<file path="src/include/xbar_config.svh">
`ifndef XBAR_CONFIG_SVH
`define XBAR_CONFIG_SVH

// Both address windows are inclusive of their limit.
`define XBAR_SRAM_BASE    32'h0f00_0000
`define XBAR_SRAM_LIMIT   32'h0f00_1fff

`define XBAR_CLINT_BASE   32'h0200_0000
`define XBAR_CLINT_LIMIT  32'h0200_ffff

// Lines hold one 32-bit word each and their number must be a power of two.
`define XBAR_ICACHE_LINES 16

`endif

</file>
<file path="src/hw/mem_pkg.sv">
`default_nettype none

package mem_pkg;

	typedef enum logic [1:0] {
		RESP_OKAY   = 2'b00,
		RESP_EXOKAY = 2'b01,
		RESP_SLVERR = 2'b10,
		RESP_DECERR = 2'b11
	} resp_e;

	// Status returned on a cache lookup.
	typedef struct packed {
		logic miss;   // Set when no valid line matches the tag.
		logic spare;
	} cache_status_s;

	// The lookup status shares the response wires, so the crossbar can route either one.
	typedef union packed {
		resp_e         axi;
		cache_status_s cache;
	} resp_u;

endpackage

`default_nettype wire

</file>
<file path="src/hw/clint_timer.sv">
`timescale 1ns/1ps
`default_nettype none

`include "xbar_config.svh"

module clint_timer (
	input  wire                 clock,
	input  wire                 reset,

	input  wire  [31:0]         addr,
	input  wire                 valid,
	output logic                ready,

	output logic [31:0]         rsp_data,
	output mem_pkg::resp_u      rsp_resp,
	output logic                rsp_valid
);

	import mem_pkg::*;

	logic [63:0] mtime;
	logic        live;

	wire [31:0] offset = addr - `XBAR_CLINT_BASE;
	wire        fire   = valid & ready;

	always_ff @(posedge clock) begin
		if (reset) begin
			mtime     <= '0;
			live      <= 1'b0;
			rsp_valid <= 1'b0;
		end else begin
			mtime     <= mtime + 64'd1;
			live      <= 1'b1;
			rsp_valid <= fire;
		end
	end

	// The two halves are sampled separately, so a wrap between reads is visible.
	always_ff @(posedge clock) begin
		if (fire) begin
			case (offset)
				32'd0: begin
					rsp_data     <= mtime[31:0];
					rsp_resp.axi <= RESP_OKAY;
				end
				32'd4: begin
					rsp_data     <= mtime[63:32];
					rsp_resp.axi <= RESP_OKAY;
				end
				default: begin
					rsp_data     <= '0;
					rsp_resp.axi <= RESP_SLVERR;
				end
			endcase
		end
	end

	assign ready = live & ~rsp_valid;

endmodule

`default_nettype wire

</file>
<file path="src/hw/icache_store.sv">
`timescale 1ns/1ps
`default_nettype none

`include "xbar_config.svh"

module icache_store (
	input  wire                 clock,
	input  wire                 reset,

	input  wire  [31:0]         req_addr,
	input  wire                 req_valid,
	output logic                req_ready,

	output logic [31:0]         rsp_data,
	output mem_pkg::resp_u      rsp_status,
	output logic                rsp_valid,

	input  wire  [31:0]         fill_addr,
	input  wire  [31:0]         fill_data,
	input  wire                 fill_valid,
	output logic                fill_ready
);

	localparam int LINES = `XBAR_ICACHE_LINES;
	localparam int IDX_W = $clog2(LINES);
	localparam int TAG_W = 30 - IDX_W;

	logic [31:0]      data_mem [LINES];
	logic [TAG_W-1:0] tag_mem [LINES];
	logic [LINES-1:0] line_valid;
	logic             live;
	logic             pending;
	logic             hit_q;

	wire [IDX_W-1:0] req_idx   = req_addr[IDX_W+1:2];
	wire [TAG_W-1:0] req_tag   = req_addr[31:IDX_W+2];
	wire [IDX_W-1:0] fill_idx  = fill_addr[IDX_W+1:2];
	wire [TAG_W-1:0] fill_tag  = fill_addr[31:IDX_W+2];
	wire             req_fire  = req_valid & req_ready;
	wire             fill_fire = fill_valid & fill_ready;

	always_ff @(posedge clock) begin
		if (reset) begin
			live       <= 1'b0;
			pending    <= 1'b0;
			line_valid <= '0;
		end else begin
			live    <= 1'b1;
			pending <= req_fire;   // The response follows one cycle after acceptance.
			if (fill_fire)
				line_valid[fill_idx] <= 1'b1;
		end
	end

	always_ff @(posedge clock) begin
		if (req_fire) begin
			rsp_data <= data_mem[req_idx];
			hit_q    <= line_valid[req_idx] && (tag_mem[req_idx] == req_tag);
		end
		if (fill_fire) begin
			data_mem[fill_idx] <= fill_data;
			tag_mem[fill_idx]  <= fill_tag;
		end
	end

	assign req_ready  = live & ~pending;
	assign fill_ready = live & ~pending;   // Fills wait out any lookup in flight.
	assign rsp_valid  = pending;

	always_comb begin
		rsp_status.cache.miss  = ~hit_q;
		rsp_status.cache.spare = 1'b0;
	end

	// The crossbar only starts a fill after it has seen the lookup response.
	fill_after_lookup: assert property (@(posedge clock) disable iff (reset)
		pending |-> !fill_valid);

endmodule

`default_nettype wire

</file>
<file path="src/hw/mem_subsystem_top.sv">
`timescale 1ns/1ps
`default_nettype none

module mem_subsystem_top (
	input  wire                 clock,
	input  wire                 reset,

	input  wire  [31:0]         ifu_araddr,
	input  wire                 ifu_arvalid,
	output wire                 ifu_arready,
	output wire  [63:0]         ifu_rdata,
	output wire mem_pkg::resp_u ifu_rresp,
	output wire                 ifu_rvalid,
	input  wire                 ifu_rready,

	input  wire  [31:0]         lsu_araddr,
	input  wire  [2:0]          lsu_arsize,
	input  wire                 lsu_arvalid,
	output wire                 lsu_arready,
	output wire  [63:0]         lsu_rdata,
	output wire mem_pkg::resp_u lsu_rresp,
	output wire                 lsu_rvalid,
	input  wire                 lsu_rready,
	input  wire  [31:0]         lsu_awaddr,
	input  wire  [2:0]          lsu_awsize,
	input  wire                 lsu_awvalid,
	output wire                 lsu_awready,
	input  wire  [63:0]         lsu_wdata,
	input  wire  [7:0]          lsu_wstrb,
	input  wire                 lsu_wvalid,
	output wire                 lsu_wready,
	output wire mem_pkg::resp_u lsu_bresp,
	output wire                 lsu_bvalid,
	input  wire                 lsu_bready,

	output wire  [31:0]         master_araddr,
	output wire  [2:0]          master_arsize,
	output wire                 master_arvalid,
	input  wire                 master_arready,
	input  wire  [63:0]         master_rdata,
	input  wire mem_pkg::resp_u master_rresp,
	input  wire                 master_rvalid,
	output wire                 master_rready,
	output wire  [31:0]         master_awaddr,
	output wire  [2:0]          master_awsize,
	output wire                 master_awvalid,
	input  wire                 master_awready,
	output wire  [63:0]         master_wdata,
	output wire  [7:0]          master_wstrb,
	output wire                 master_wvalid,
	input  wire                 master_wready,
	input  wire mem_pkg::resp_u master_bresp,
	input  wire                 master_bvalid,
	output wire                 master_bready
);

	import mem_pkg::*;

	wire [31:0] cache_req_addr;
	wire        cache_req_valid;
	wire        cache_req_ready;
	wire [31:0] cache_rsp_data;
	wire resp_u cache_rsp_status;
	wire        cache_rsp_valid;
	wire [31:0] fill_addr;
	wire [31:0] fill_data;
	wire        fill_valid;
	wire        fill_ready;
	wire [31:0] clint_addr;
	wire        clint_valid;
	wire        clint_ready;
	wire [31:0] clint_rsp_data;
	wire resp_u clint_rsp_resp;
	wire        clint_rsp_valid;

	// Every crossbar port shares its name with a top port or a local wire.
	mem_xbar xbar_i (.*);

	icache_store icache_i (
		.clock      (clock),
		.reset      (reset),
		.req_addr   (cache_req_addr),
		.req_valid  (cache_req_valid),
		.req_ready  (cache_req_ready),
		.rsp_data   (cache_rsp_data),
		.rsp_status (cache_rsp_status),
		.rsp_valid  (cache_rsp_valid),
		.fill_addr  (fill_addr),
		.fill_data  (fill_data),
		.fill_valid (fill_valid),
		.fill_ready (fill_ready)
	);

	clint_timer clint_i (
		.clock     (clock),
		.reset     (reset),
		.addr      (clint_addr),
		.valid     (clint_valid),
		.ready     (clint_ready),
		.rsp_data  (clint_rsp_data),
		.rsp_resp  (clint_rsp_resp),
		.rsp_valid (clint_rsp_valid)
	);

endmodule

`default_nettype wire

</file>
<file path="src/hw/mem_xbar.sv">
`timescale 1ns/1ps
`default_nettype none

`include "xbar_config.svh"

module mem_xbar (
	input  wire                 clock,
	input  wire                 reset,

	input  wire  [31:0]         ifu_araddr,
	input  wire                 ifu_arvalid,
	output logic                ifu_arready,
	output logic [63:0]         ifu_rdata,
	output mem_pkg::resp_u      ifu_rresp,
	output logic                ifu_rvalid,
	input  wire                 ifu_rready,

	input  wire  [31:0]         lsu_araddr,
	input  wire  [2:0]          lsu_arsize,
	input  wire                 lsu_arvalid,
	output logic                lsu_arready,
	output logic [63:0]         lsu_rdata,
	output mem_pkg::resp_u      lsu_rresp,
	output logic                lsu_rvalid,
	input  wire                 lsu_rready,

	input  wire  [31:0]         lsu_awaddr,
	input  wire  [2:0]          lsu_awsize,
	input  wire                 lsu_awvalid,
	output logic                lsu_awready,
	input  wire  [63:0]         lsu_wdata,
	input  wire  [7:0]          lsu_wstrb,
	input  wire                 lsu_wvalid,
	output logic                lsu_wready,
	output mem_pkg::resp_u      lsu_bresp,
	output logic                lsu_bvalid,
	input  wire                 lsu_bready,

	output logic [31:0]         master_araddr,
	output logic [2:0]          master_arsize,
	output logic                master_arvalid,
	input  wire                 master_arready,
	input  wire  [63:0]         master_rdata,
	input  wire mem_pkg::resp_u master_rresp,
	input  wire                 master_rvalid,
	output logic                master_rready,
	output logic [31:0]         master_awaddr,
	output logic [2:0]          master_awsize,
	output logic                master_awvalid,
	input  wire                 master_awready,
	output logic [63:0]         master_wdata,
	output logic [7:0]          master_wstrb,
	output logic                master_wvalid,
	input  wire                 master_wready,
	input  wire mem_pkg::resp_u master_bresp,
	input  wire                 master_bvalid,
	output logic                master_bready,

	output logic [31:0]         cache_req_addr,
	output logic                cache_req_valid,
	input  wire                 cache_req_ready,
	input  wire  [31:0]         cache_rsp_data,
	input  wire mem_pkg::resp_u cache_rsp_status,
	input  wire                 cache_rsp_valid,
	output logic [31:0]         fill_addr,
	output logic [31:0]         fill_data,
	output logic                fill_valid,
	input  wire                 fill_ready,

	output logic [31:0]         clint_addr,
	output logic                clint_valid,
	input  wire                 clint_ready,
	input  wire  [31:0]         clint_rsp_data,
	input  wire mem_pkg::resp_u clint_rsp_resp,
	input  wire                 clint_rsp_valid
);

	import mem_pkg::*;

	localparam logic [2:0] S_IDLE         = 3'd0;
	localparam logic [2:0] S_FETCH_LOOKUP = 3'd1;
	localparam logic [2:0] S_FETCH_MASTER = 3'd2;
	localparam logic [2:0] S_FILL         = 3'd3;
	localparam logic [2:0] S_FETCH_REPLY  = 3'd4;
	localparam logic [2:0] S_LOAD_READ    = 3'd5;
	localparam logic [2:0] S_LOAD_REPLY   = 3'd6;

	logic [2:0]  state;
	logic [2:0]  state_d;
	logic [31:0] req_addr;
	logic [2:0]  req_size;
	logic [63:0] data_q;
	resp_u       resp_q;
	logic        sent;

	function automatic logic in_window(input logic [31:0] addr, input logic [31:0] base,
			input logic [31:0] limit);
		return (addr >= base) && (addr <= limit);
	endfunction

	wire ifu_fire      = ifu_arvalid & ifu_arready;
	wire lsu_fire      = lsu_arvalid & lsu_arready;
	wire fetch_sram    = in_window(ifu_araddr, `XBAR_SRAM_BASE, `XBAR_SRAM_LIMIT);
	wire held_sram     = in_window(req_addr, `XBAR_SRAM_BASE, `XBAR_SRAM_LIMIT);
	wire held_clint    = in_window(req_addr, `XBAR_CLINT_BASE, `XBAR_CLINT_LIMIT);
	wire master_phase  = (state == S_FETCH_MASTER) | ((state == S_LOAD_READ) & ~held_clint);
	wire master_r_fire = master_rvalid & master_rready;
	wire sub_fire      = (cache_req_valid & cache_req_ready) | (master_arvalid & master_arready)
		| (clint_valid & clint_ready);

	always_comb begin
		state_d = state;
		case (state)
			S_IDLE: begin
				if (ifu_fire)
					state_d = fetch_sram ? S_FETCH_MASTER : S_FETCH_LOOKUP;
				else if (lsu_fire)
					state_d = S_LOAD_READ;
			end
			S_FETCH_LOOKUP:
				if (cache_rsp_valid)
					state_d = cache_rsp_status.cache.miss ? S_FETCH_MASTER : S_FETCH_REPLY;
			S_FETCH_MASTER:
				if (master_r_fire)
					state_d = held_sram ? S_FETCH_REPLY : S_FILL;
			S_FILL:
				if (fill_ready)
					state_d = S_FETCH_REPLY;
			S_FETCH_REPLY:
				if (ifu_rready)
					state_d = S_IDLE;
			S_LOAD_READ:
				if (held_clint ? clint_rsp_valid : master_r_fire)
					state_d = S_LOAD_REPLY;
			S_LOAD_REPLY:
				if (lsu_rready)
					state_d = S_IDLE;
			default:
				state_d = S_IDLE;
		endcase
	end

	always_ff @(posedge clock) begin
		if (reset) begin
			state       <= S_IDLE;
			sent        <= 1'b0;
			ifu_arready <= 1'b0;
			lsu_arready <= 1'b0;
		end else begin
			state <= state_d;
			if (state_d != state)
				sent <= 1'b0;   // Each state issues at most one downstream request.
			else if (sub_fire)
				sent <= 1'b1;
			if (ifu_fire)
				ifu_arready <= 1'b0;
			else if (state == S_IDLE && ifu_arvalid && !lsu_arready)
				ifu_arready <= 1'b1;
			if (lsu_fire)
				lsu_arready <= 1'b0;
			else if (state == S_IDLE && lsu_arvalid && !ifu_arvalid && !ifu_arready)
				lsu_arready <= 1'b1;   // Fetch requests win a tie.
		end
	end

	always_ff @(posedge clock) begin
		if (ifu_fire) begin
			req_addr <= ifu_araddr;
			req_size <= 3'b010;   // Instruction words are always 4 bytes.
		end else if (lsu_fire) begin
			req_addr <= lsu_araddr;
			req_size <= lsu_arsize;
		end
		if (state == S_FETCH_LOOKUP && cache_rsp_valid) begin
			data_q     <= {32'h0, cache_rsp_data};
			resp_q.axi <= RESP_OKAY;
		end
		if (master_r_fire) begin
			// Cached fetches only keep the low word, so a miss replies like a later hit.
			if (state == S_FETCH_MASTER && !held_sram)
				data_q <= {32'h0, master_rdata[31:0]};
			else
				data_q <= master_rdata;
			resp_q <= master_rresp;
		end
		if (state == S_LOAD_READ && held_clint && clint_rsp_valid) begin
			data_q <= {32'h0, clint_rsp_data};
			resp_q <= clint_rsp_resp;
		end
	end

	assign cache_req_addr  = req_addr;
	assign cache_req_valid = (state == S_FETCH_LOOKUP) & ~sent;
	assign fill_addr       = req_addr;
	assign fill_data       = data_q[31:0];
	assign fill_valid      = (state == S_FILL);
	assign clint_addr      = req_addr;
	assign clint_valid     = (state == S_LOAD_READ) & held_clint & ~sent;

	assign master_araddr  = req_addr;
	assign master_arsize  = req_size;
	assign master_arvalid = master_phase & ~sent;
	assign master_rready  = master_phase & sent;

	assign ifu_rdata  = data_q;
	assign ifu_rresp  = resp_q;
	assign ifu_rvalid = (state == S_FETCH_REPLY);
	assign lsu_rdata  = data_q;
	assign lsu_rresp  = resp_q;
	assign lsu_rvalid = (state == S_LOAD_REPLY);

	// Stores bypass the read machine entirely.
	assign master_awaddr  = lsu_awaddr;
	assign master_awsize  = lsu_awsize;
	assign master_awvalid = lsu_awvalid;
	assign lsu_awready    = master_awready;
	assign master_wdata   = lsu_wdata;
	assign master_wstrb   = lsu_wstrb;
	assign master_wvalid  = lsu_wvalid;
	assign lsu_wready     = master_wready;
	assign lsu_bresp      = master_bresp;
	assign lsu_bvalid     = master_bvalid;
	assign master_bready  = lsu_bready;

	ifu_reply_held: assert property (@(posedge clock) disable iff (reset)
		ifu_rvalid && !ifu_rready |=> ifu_rvalid && $stable(ifu_rdata));

	// The timer answers in the next cycle and the master port stays quiet meanwhile.
	clint_no_master: assert property (@(posedge clock) disable iff (reset)
		clint_valid && clint_ready |=> clint_rsp_valid && !master_arvalid);

endmodule

`default_nettype wire

</file>
<file path="config.mk">
export PLATFORM = sky130hd
export DESIGN_NAME = mem_subsystem_top
export DESIGN_NICKNAME = d
export VERILOG_FILES = /design/src/hw/mem_pkg.sv /design/src/hw/clint_timer.sv /design/src/hw/icache_store.sv /design/src/hw/mem_subsystem_top.sv /design/src/hw/mem_xbar.sv
export VERILOG_INCLUDE_DIRS = /design/src /design/src/include
export SDC_FILE = /design/constraint.sdc
export NUM_CORES = 1
export LEC_CHECK = 0
export BUFFER_PORTS_ARGS = -buffer_cell sky130_fd_sc_hd__clkbuf_2
export CORE_UTILIZATION = 63
export CTS_CLUSTER_SIZE = 40
export DETAILED_ROUTE_END_ITERATION = 7
export PLACE_DENSITY_LB_ADDON = 0.12
export SLEW_MARGIN = 25
export SYNTH_ARGS = -nofsm -noshare
export SYNTH_HDL_FRONTEND = slang
export SYNTH_SLANG_ARGS = --single-unit
export TNS_END_PERCENT = 10
</file>
<file path="constraint.sdc">
create_clock -name clock -period 16.7 [get_ports clock]
set_input_delay 1.67 -clock clock [delete_from_list [all_inputs] [get_ports clock]]
set_output_delay 1.67 -clock clock [all_outputs]
set_load 0.02 [all_outputs]
</file>
Word level (Yosys, flattened, before mapping)
Memories as Yosys holds them, arrays and structs flattened. A register that Yosys moved wholly into a read port is not among the register bits.
Index checks and enable logic that the tools add are counted.
{"block": "word_totals", "ff_bits": 225, "ramBits": 928, "n_memories": 2}
{"block": "classes", "n_addsub": 2, "magnitude_cmp": 8, "n_eq_ne": 9, "mux": 32, "n_bitwise": 23, "reduce_logical": 27}
{"memory": "icache_i.data_mem", "depth": 16, "width": 32, "read_ports": 1, "rd_clocked_by_memory_dff": 1, "wr": 1, "line_no": "icache_store.sv:28", "source": "logic [31:0] data_mem [LINES];"}
{"memory": "icache_i.tag_mem", "depth": 16, "width": 26, "read_ports": 1, "rd_clocked_by_memory_dff": 1, "wr": 1, "line_no": "icache_store.sv:29", "source": "logic [TAG_W-1:0] tag_mem [LINES];"}
{"operator": "two-way mux 64 bit", "count": 3}
{"operator": "two-way mux 32 bit", "count": 3}
{"operator": "adder 64 x 1 -> 64 bit, second input constant", "count": 1}
{"operator": ">= comparator 32 x 28 -> 1 bit, second input constant", "count": 2}
{"operator": "less-or-equal comparator 32 x 28 -> 1 bit, second input constant", "count": 2}
{"operator": "case mux 32 bit (2 select lines)", "count": 1}
{"operator": "equality test 32 x 3 -> 1 bit, second input constant", "count": 1}
{"operator": ">= comparator 32 x 26 -> 1 bit, second input constant", "count": 1}
{"operator": "less-or-equal comparator 32 x 26 -> 1 bit, second input constant", "count": 1}
{"operator": "zero test 32 bit", "count": 1}
{"operator": "subtractor 32 x 26 -> 32 bit, second input constant", "count": 1}
{"operator": "two-way mux 3 bit", "count": 10}
{"operator": "equality test 26 bit", "count": 1}
{"operator": "case mux 3 bit (7 select lines)", "count": 1}
{"operator": "bitwise OR 16 bit", "count": 1}
{"operator": "bitwise AND 1 bit", "count": 15}
{"operator": "logical AND 1 bit", "count": 14}
{"operator": "two-way mux 2 bit", "count": 5}
{"operator": "equality test 3 bit, second input constant", "count": 3}
{"operator": "OR reduction 2 bit", "count": 4}
{"operator": "equality test 3 x 2 -> 1 bit, second input constant", "count": 2}
{"operator": "two-way mux 1 bit", "count": 6}
{"operator": "less-than comparator 4 x 5 -> 1 bit, second input constant", "count": 1}
{"operator": "binary-select mux 1 bit (select 4 bit)", "count": 1}
{"operator": "other kinds (11)", "count": 20}

Longest topological paths before layout
{"block": "depth", "depth_word": 12, "ltp_mapped": 11}

By module
Synthesis repeated with hierarchy kept, for this count alone.
{"block": "hier_totals", "hier_cells": 2824, "hier_area_um2": 49144.6}
{"module": "icache_store", "n_inst": 1, "cells_per_inst": 1611, "area_each_um2": 37442.2, "seq_area_each_um2": 29218.0}
{"module": "mem_xbar", "n_inst": 1, "cells_per_inst": 745, "area_each_um2": 7075.5, "seq_area_each_um2": 2802.7}
{"module": "clint_timer", "n_inst": 1, "cells_per_inst": 468, "area_each_um2": 4626.9, "seq_area_each_um2": 2312.2}

Worst setup path before layout
OpenSTA, ideal clock, no wires.
{"block": "synth_timing", "kind": "reg-to-reg", "start": "reg xbar_i.req_addr[2], in the netlist xbar_i.cache_req_addr[2]", "end": "mem icache_i.data_mem[0][0], enable pin", "arrival_ns": 5.778, "slack_ns": 10.374, "stages_incl_launch_ff": 7, "synth_period_minus_slack_ns": 6.326, "path_cell_list": "edfxtp_1 -> buf_2 -> buf_2 -> buf_2 -> buf_2 -> or3_1 -> nor3_1"}
{"element": "start, declared", "line_no": "mem_xbar.sv:90", "source": "logic [31:0] req_addr;"}
{"element": "start signal, assigned", "line_no": "mem_xbar.sv:168", "source": "req_addr <= ifu_araddr;"}
{"element": "start signal, assigned", "line_no": "mem_xbar.sv:171", "source": "req_addr <= lsu_araddr;"}
{"element": "end, declared", "line_no": "icache_store.sv:28"}
Straight into the memory's write port.

Final worst setup path
{"block": "layout_timing", "start": "reg xbar_i.req_addr[31], in the netlist xbar_i.cache_req_addr[31]", "end": "out master_rready"}
{"block": "layout_between", "elab_chain_cells": 6, "word_cells_on_any_way": 7, "cone_classes": "order compare (2); bitwise (4); reduce/logical (1)"}
{"element": ">= comparator 32 x 26 -> 1 bit or less-or-equal comparator 32 x 26 -> 1 bit (tied branches)", "line_no": "mem_xbar.sv:98", "source": "return (addr >= base) && (addr <= limit);"}
{"element": "logical AND 1 bit (*)", "line_no": "mem_xbar.sv:98"}
{"element": "inverter 1 bit (*)", "line_no": "mem_xbar.sv:106", "source": "wire master_phase = (state == S_FETCH_MASTER) | ((state == S_LOAD_READ) & ~held_clint);"}
{"element": "bitwise AND 1 bit (*)", "line_no": "mem_xbar.sv:106"}
{"element": "bitwise OR 1 bit (*)", "line_no": "mem_xbar.sv:106"}
{"element": "bitwise AND 1 bit (*)", "line_no": "mem_xbar.sv:203", "source": "assign master_rready = master_phase & sent;"}
{"element": "end, declared", "line_no": "mem_subsystem_top.sv:43", "source": "output wire master_rready,"}
Mark *: on every way between the ends. The rest lies on a longest branch, timed or not.

==> run summary <==
Across all register-to-register paths, the minimum setup slack is 11850 ps. The post-DP HPWL came out at 69000 um. The number of cells on the worst reg-to-reg path is 8. The largest stage delay on the critical path is 700 ps. The count of final max-slew check failures is 0.

The arrival time reported for the critical path endpoint is 3310 ps. The number of gates given a new drive strength after cts came out at 0. The number of max-cap violations is 0. The detailed-route via count came out at 25540. The data required time at the worst endpoint is 15030 ps. The worst hold path begins at icache_i.line_valid[0]$_SDFFE_PP0P_.

Once the clock tree was built, the setup fixing pass inserted 0 buffers. Each instance of the synthesized netlist takes up on average 18.29 sq um. Static timing analysis puts the maximum clock frequency at 0.2007 GHz. The post-synthesis adder-cell area fraction is 0.0005233. Dividing the final minimum period by the clock period gives 0.2984. TritonCTS created 115 clock buffers. The cell type of the slowest stage on the worst timing path is edfxtp_1. The clock tree synthesis step divided the H-tree into 3 levels. The overall global routing resource usage is 0.3102.

The clock tree from TritonCTS is done. The dominant synthesized flop cell is edfxtp_1. The worst-path maximum fanout is 24.

The remaining routing DRC violations is 0. The peak supply drop is 0.1276 mV. In this run the critical register-to-register path is captured at xbar_i.ifu_rdata[28]$_DFFE_PP_. The I/O pin count is 544. Measured along the x axis, the die boundary spans 277.5 um. The fraction of the mapped netlist area in compound gates came out at 0.02611. Setup violations remaining at the end of the flow were counted as 0. The via count of the first global-routing pass is 25880. After synthesis, the largest family of logic cells by area is multiplexers. The first global-routing pass estimated 171900 um of wire. Setup repair after global routing left no endpoint under its margin. The clock-pin slew of the registers on the worst-case setup and hold paths came out at 60 ps.

The first-pass iteration count of the detailed router came out at 6. The detailed router's first-iteration violation count is 2979. The critical path goes through nor4_1 > nand4_1 > a21oi_2 > nor2b_1 > clkbuf_2.

The cell sitting at the root of the clock tree is a clkbuf_16. The final layout net count is 3051. The fraction of final layout cells sized beyond drive strength 1 is 0.3010. The number of instances in the synthesized netlist came out at 2615. The leftover overflow at the end of global routing is 0. The number of distinct standard cells referenced by the synthesized netlist came out at 76. Buffers placed on the I/O ports in this run total 313.

Counting every net in the synthesized netlist gives 2873. The initial cell density of the core is 0.6391. The number of antenna violations at the first check in global routing is 1. Measured along the y axis, the die boundary spans 277.5 um.

The capture endpoint of the worst hold path is icache_i.line_valid[0]$_SDFFE_PP0P_. The cell count of the worst hold path came out at 1. After the flow finishes, the layout carries non-filler instances totaling 3856. The first element of the critical path is xbar_i.cache_req_addr[31]$_DFFE_PN_. The analysis attributes to cell leakage a power of 17.95 nW. At the pin with the least slew margin, the transition time is 1051 ps. For this design, the sink count on the clock tree is 1188. The number of synthesized flops with an enable pin is 1060. In this run the cell area of the synthesized design comes to 47820 sq um. The area of the core region is 74820 sq um. The worst register-to-register path begins at xbar_i.cache_req_addr[31]$_DFFE_PN_. The buffer and inverter count on the worst path came out at 1. The post-detailed-routing wire length came out at 118000 um. The number of failing hold endpoints at the final stage is 0. Entering global routing, the biggest net connects 123 pins.

The antenna diode count came out at 0. The path class of the tightest hold or removal check is reg -> reg. The number of vias per cell is 6.624.

The number of placement rows is 100. At the end of routability-driven placement, the weighted congestion stood at 0.8851. Including well taps, the total number of placed cells is 3643.

The type of the worst setup path is reg -> out. The setup skew after layout came out at 21.59 ps. The area of the die came out at 77010 sq um.

Measured against the total synthesized area, the mux share comes to 0.1500. Of the total synthesized cell area, the portion taken by XOR and XNOR cells is 0.01557. The summed negative setup slack over all endpoints is 0 ps.

For the worst-skew pair, the clock arrives at the later sink with an insertion delay of 680 ps. The ratio of total power to cell area is 121.6 nW/um^2. The worst setup path is launched from a register. The worst setup path is captured at an output port. Among cell families on the critical path, the largest total delay comes from simple AND/OR/NAND/NOR gates. The run finished with clean final reports.

The post-detailed-route wirelength per cell came out at 30.60 um. The headroom to the max-slew limit is 0.2991. Hold is met by 470.5 ps. After layout, the design draws a total of 6.446 mW.

The share of synthesized flip-flops with an asynchronous set or reset came out at 0. The worst path in the final design needs a cycle of 4983 ps, including I/O delays and setup. For this run, the number of Yosys warnings is 0.

The basic-gate share of the synthesized area counting and, or, nand and nor cells is 0.04542. Counting along the longest clock path gives a buffer depth of 3. Of the synthesized area, sequential elements account for 0.7192. Synthesis inferred 1188 register bits. The synthesis-to-finish area growth came out at 10.89%. The count of nets left with antenna violations after detail routing came out at 0. For this design, the CTS-stage hold fixing added 0 buffers.
-- power by group --
| group | leakage, nW | switching, mW | total [mW] | internal, mW |
|---|---|---|---|---|
| clock | 1.87 | 1.08 | 2.62 | 1.54 |
| combinational | 5.42 | 0.267 | 0.484 | 0.218 |
| sequential | 10.7 | 0.0749 | 3.34 | 3.26 |
-- Yosys cell counts, drive strengths merged, types with 4 or more instances --
cell     number  share of area
xor2         61          0.011
nor4b         4         0.0010
and3         13         0.0017
xnor2        24         0.0044
inv          25         0.0020
nor2        228          0.018
nand4        25         0.0034
a21oi        22         0.0025
nor4         15         0.0025
mux4        256           0.12
nand2        50         0.0039
or3           4        0.00052
nor3         17         0.0018
nand3        41         0.0043
or2           5        0.00065
dfxtp       128          0.054
buf         243          0.037
a221oi        5        0.00092
clkbuf       57         0.0045
o22ai        37         0.0048
nand2b       11         0.0014
a22oi         9         0.0014
a2111oi       6         0.0015
o21ai        23         0.0024
and2          8         0.0010
o31ai         4        0.00063
a22o         36         0.0066
and4          9         0.0016
mux2i        92          0.020
edfxtp     1060           0.67
mux2         42         0.0099
nor2b        11         0.0014
-- sequential cells by signal, summed over array words and instances, names as in the netlist, 2 cells and up, named ones only --
signal / flops
clint_i.rsp_data: 32
icache_i.line_valid: 16
xbar_i.cache_req_addr: 32
icache_i.data_mem: 512
xbar_i.master_arsize: 3
icache_i.tag_mem: 416
xbar_i.state: 3
xbar_i.ifu_rdata: 64
icache_i.rsp_data: 32
clint_i.mtime: 64
xbar_i.ifu_rresp: 2
-- logic make-up after synthesis --
kind of cell / Yosys count
DFF: 1188
and+or+nand+nor: 453
muxes: 390
buffers and inverters: 326
AOI/OAI and AO/OA: 171
xor gates and xnor gates: 85
adders and majority gates: 2
-- stage by stage --
step                      area, sq um  utilization  setup WS (ps)
after CTS                       52990       0.7083          11730
final                           53030       0.7088          11720
after floorplan                 47820            -          10370
after global routing            53030       0.7088          11570
after detailed placement        49140       0.6568          11920
after global placement          49140       0.6568          12120
-- placed cells by master, fill, tap and decap left out, drive strengths merged, types with 23 or more instances in the layout --
master	instances
edfxtp	1060
clkbuf	459
mux4	256
nor2	228
dfxtp	128
mux2i	92
xor2	61
nand2	50
buf	49
mux2	42
nand3	41
clkinv	41
o22ai	37
a22o	36
inv	27
nand4	25
xnor2	24
o21ai	23
-- metal layers --
| metal | vias up | track usage | part of all wire |
|---|---|---|---|
| met4 | 2 | 0.08860 | 0.026 |
| met2 | 1485 | 0.4957 | 0.49 |
| met5 | - | 0 | 0.000076 |
| met1 | 13260 | 0.4378 | 0.39 |
| li1 | 10550 | - | - |
| met3 | 237 | 0.06595 | 0.098 |
-- worst max-delay path by stage --
stage          cells past startpoint                           endpoint  slack (ps)
3_3_place_gp                       8     xbar_i.ifu_rdata[26]$_DFFE_PP_       12120
6_report                           5                      master_rready       11720
3_5_place_dp                       8     xbar_i.ifu_rdata[26]$_DFFE_PP_       11920
5_1_grt                            5                      master_rready       11570
4_1_cts                            5                      master_rready       11730
2_1_floorplan                      6  icache_i.data_mem[0][0]$_DFFE_PP_       10370
-- final cells by class --
type / count / area, sq um
flip-flops and latches: 1188 / 34400
fillers: 4571 / 21790
multi-input cells: 1101 / 11500
clock buffers: 147 / 3142
repair buffers: 361 / 1963
well taps: 969 / 1212
clock inverters: 64 / 710.7
inverters: 26 / 97.59
(Power assumes the default switching activity.)
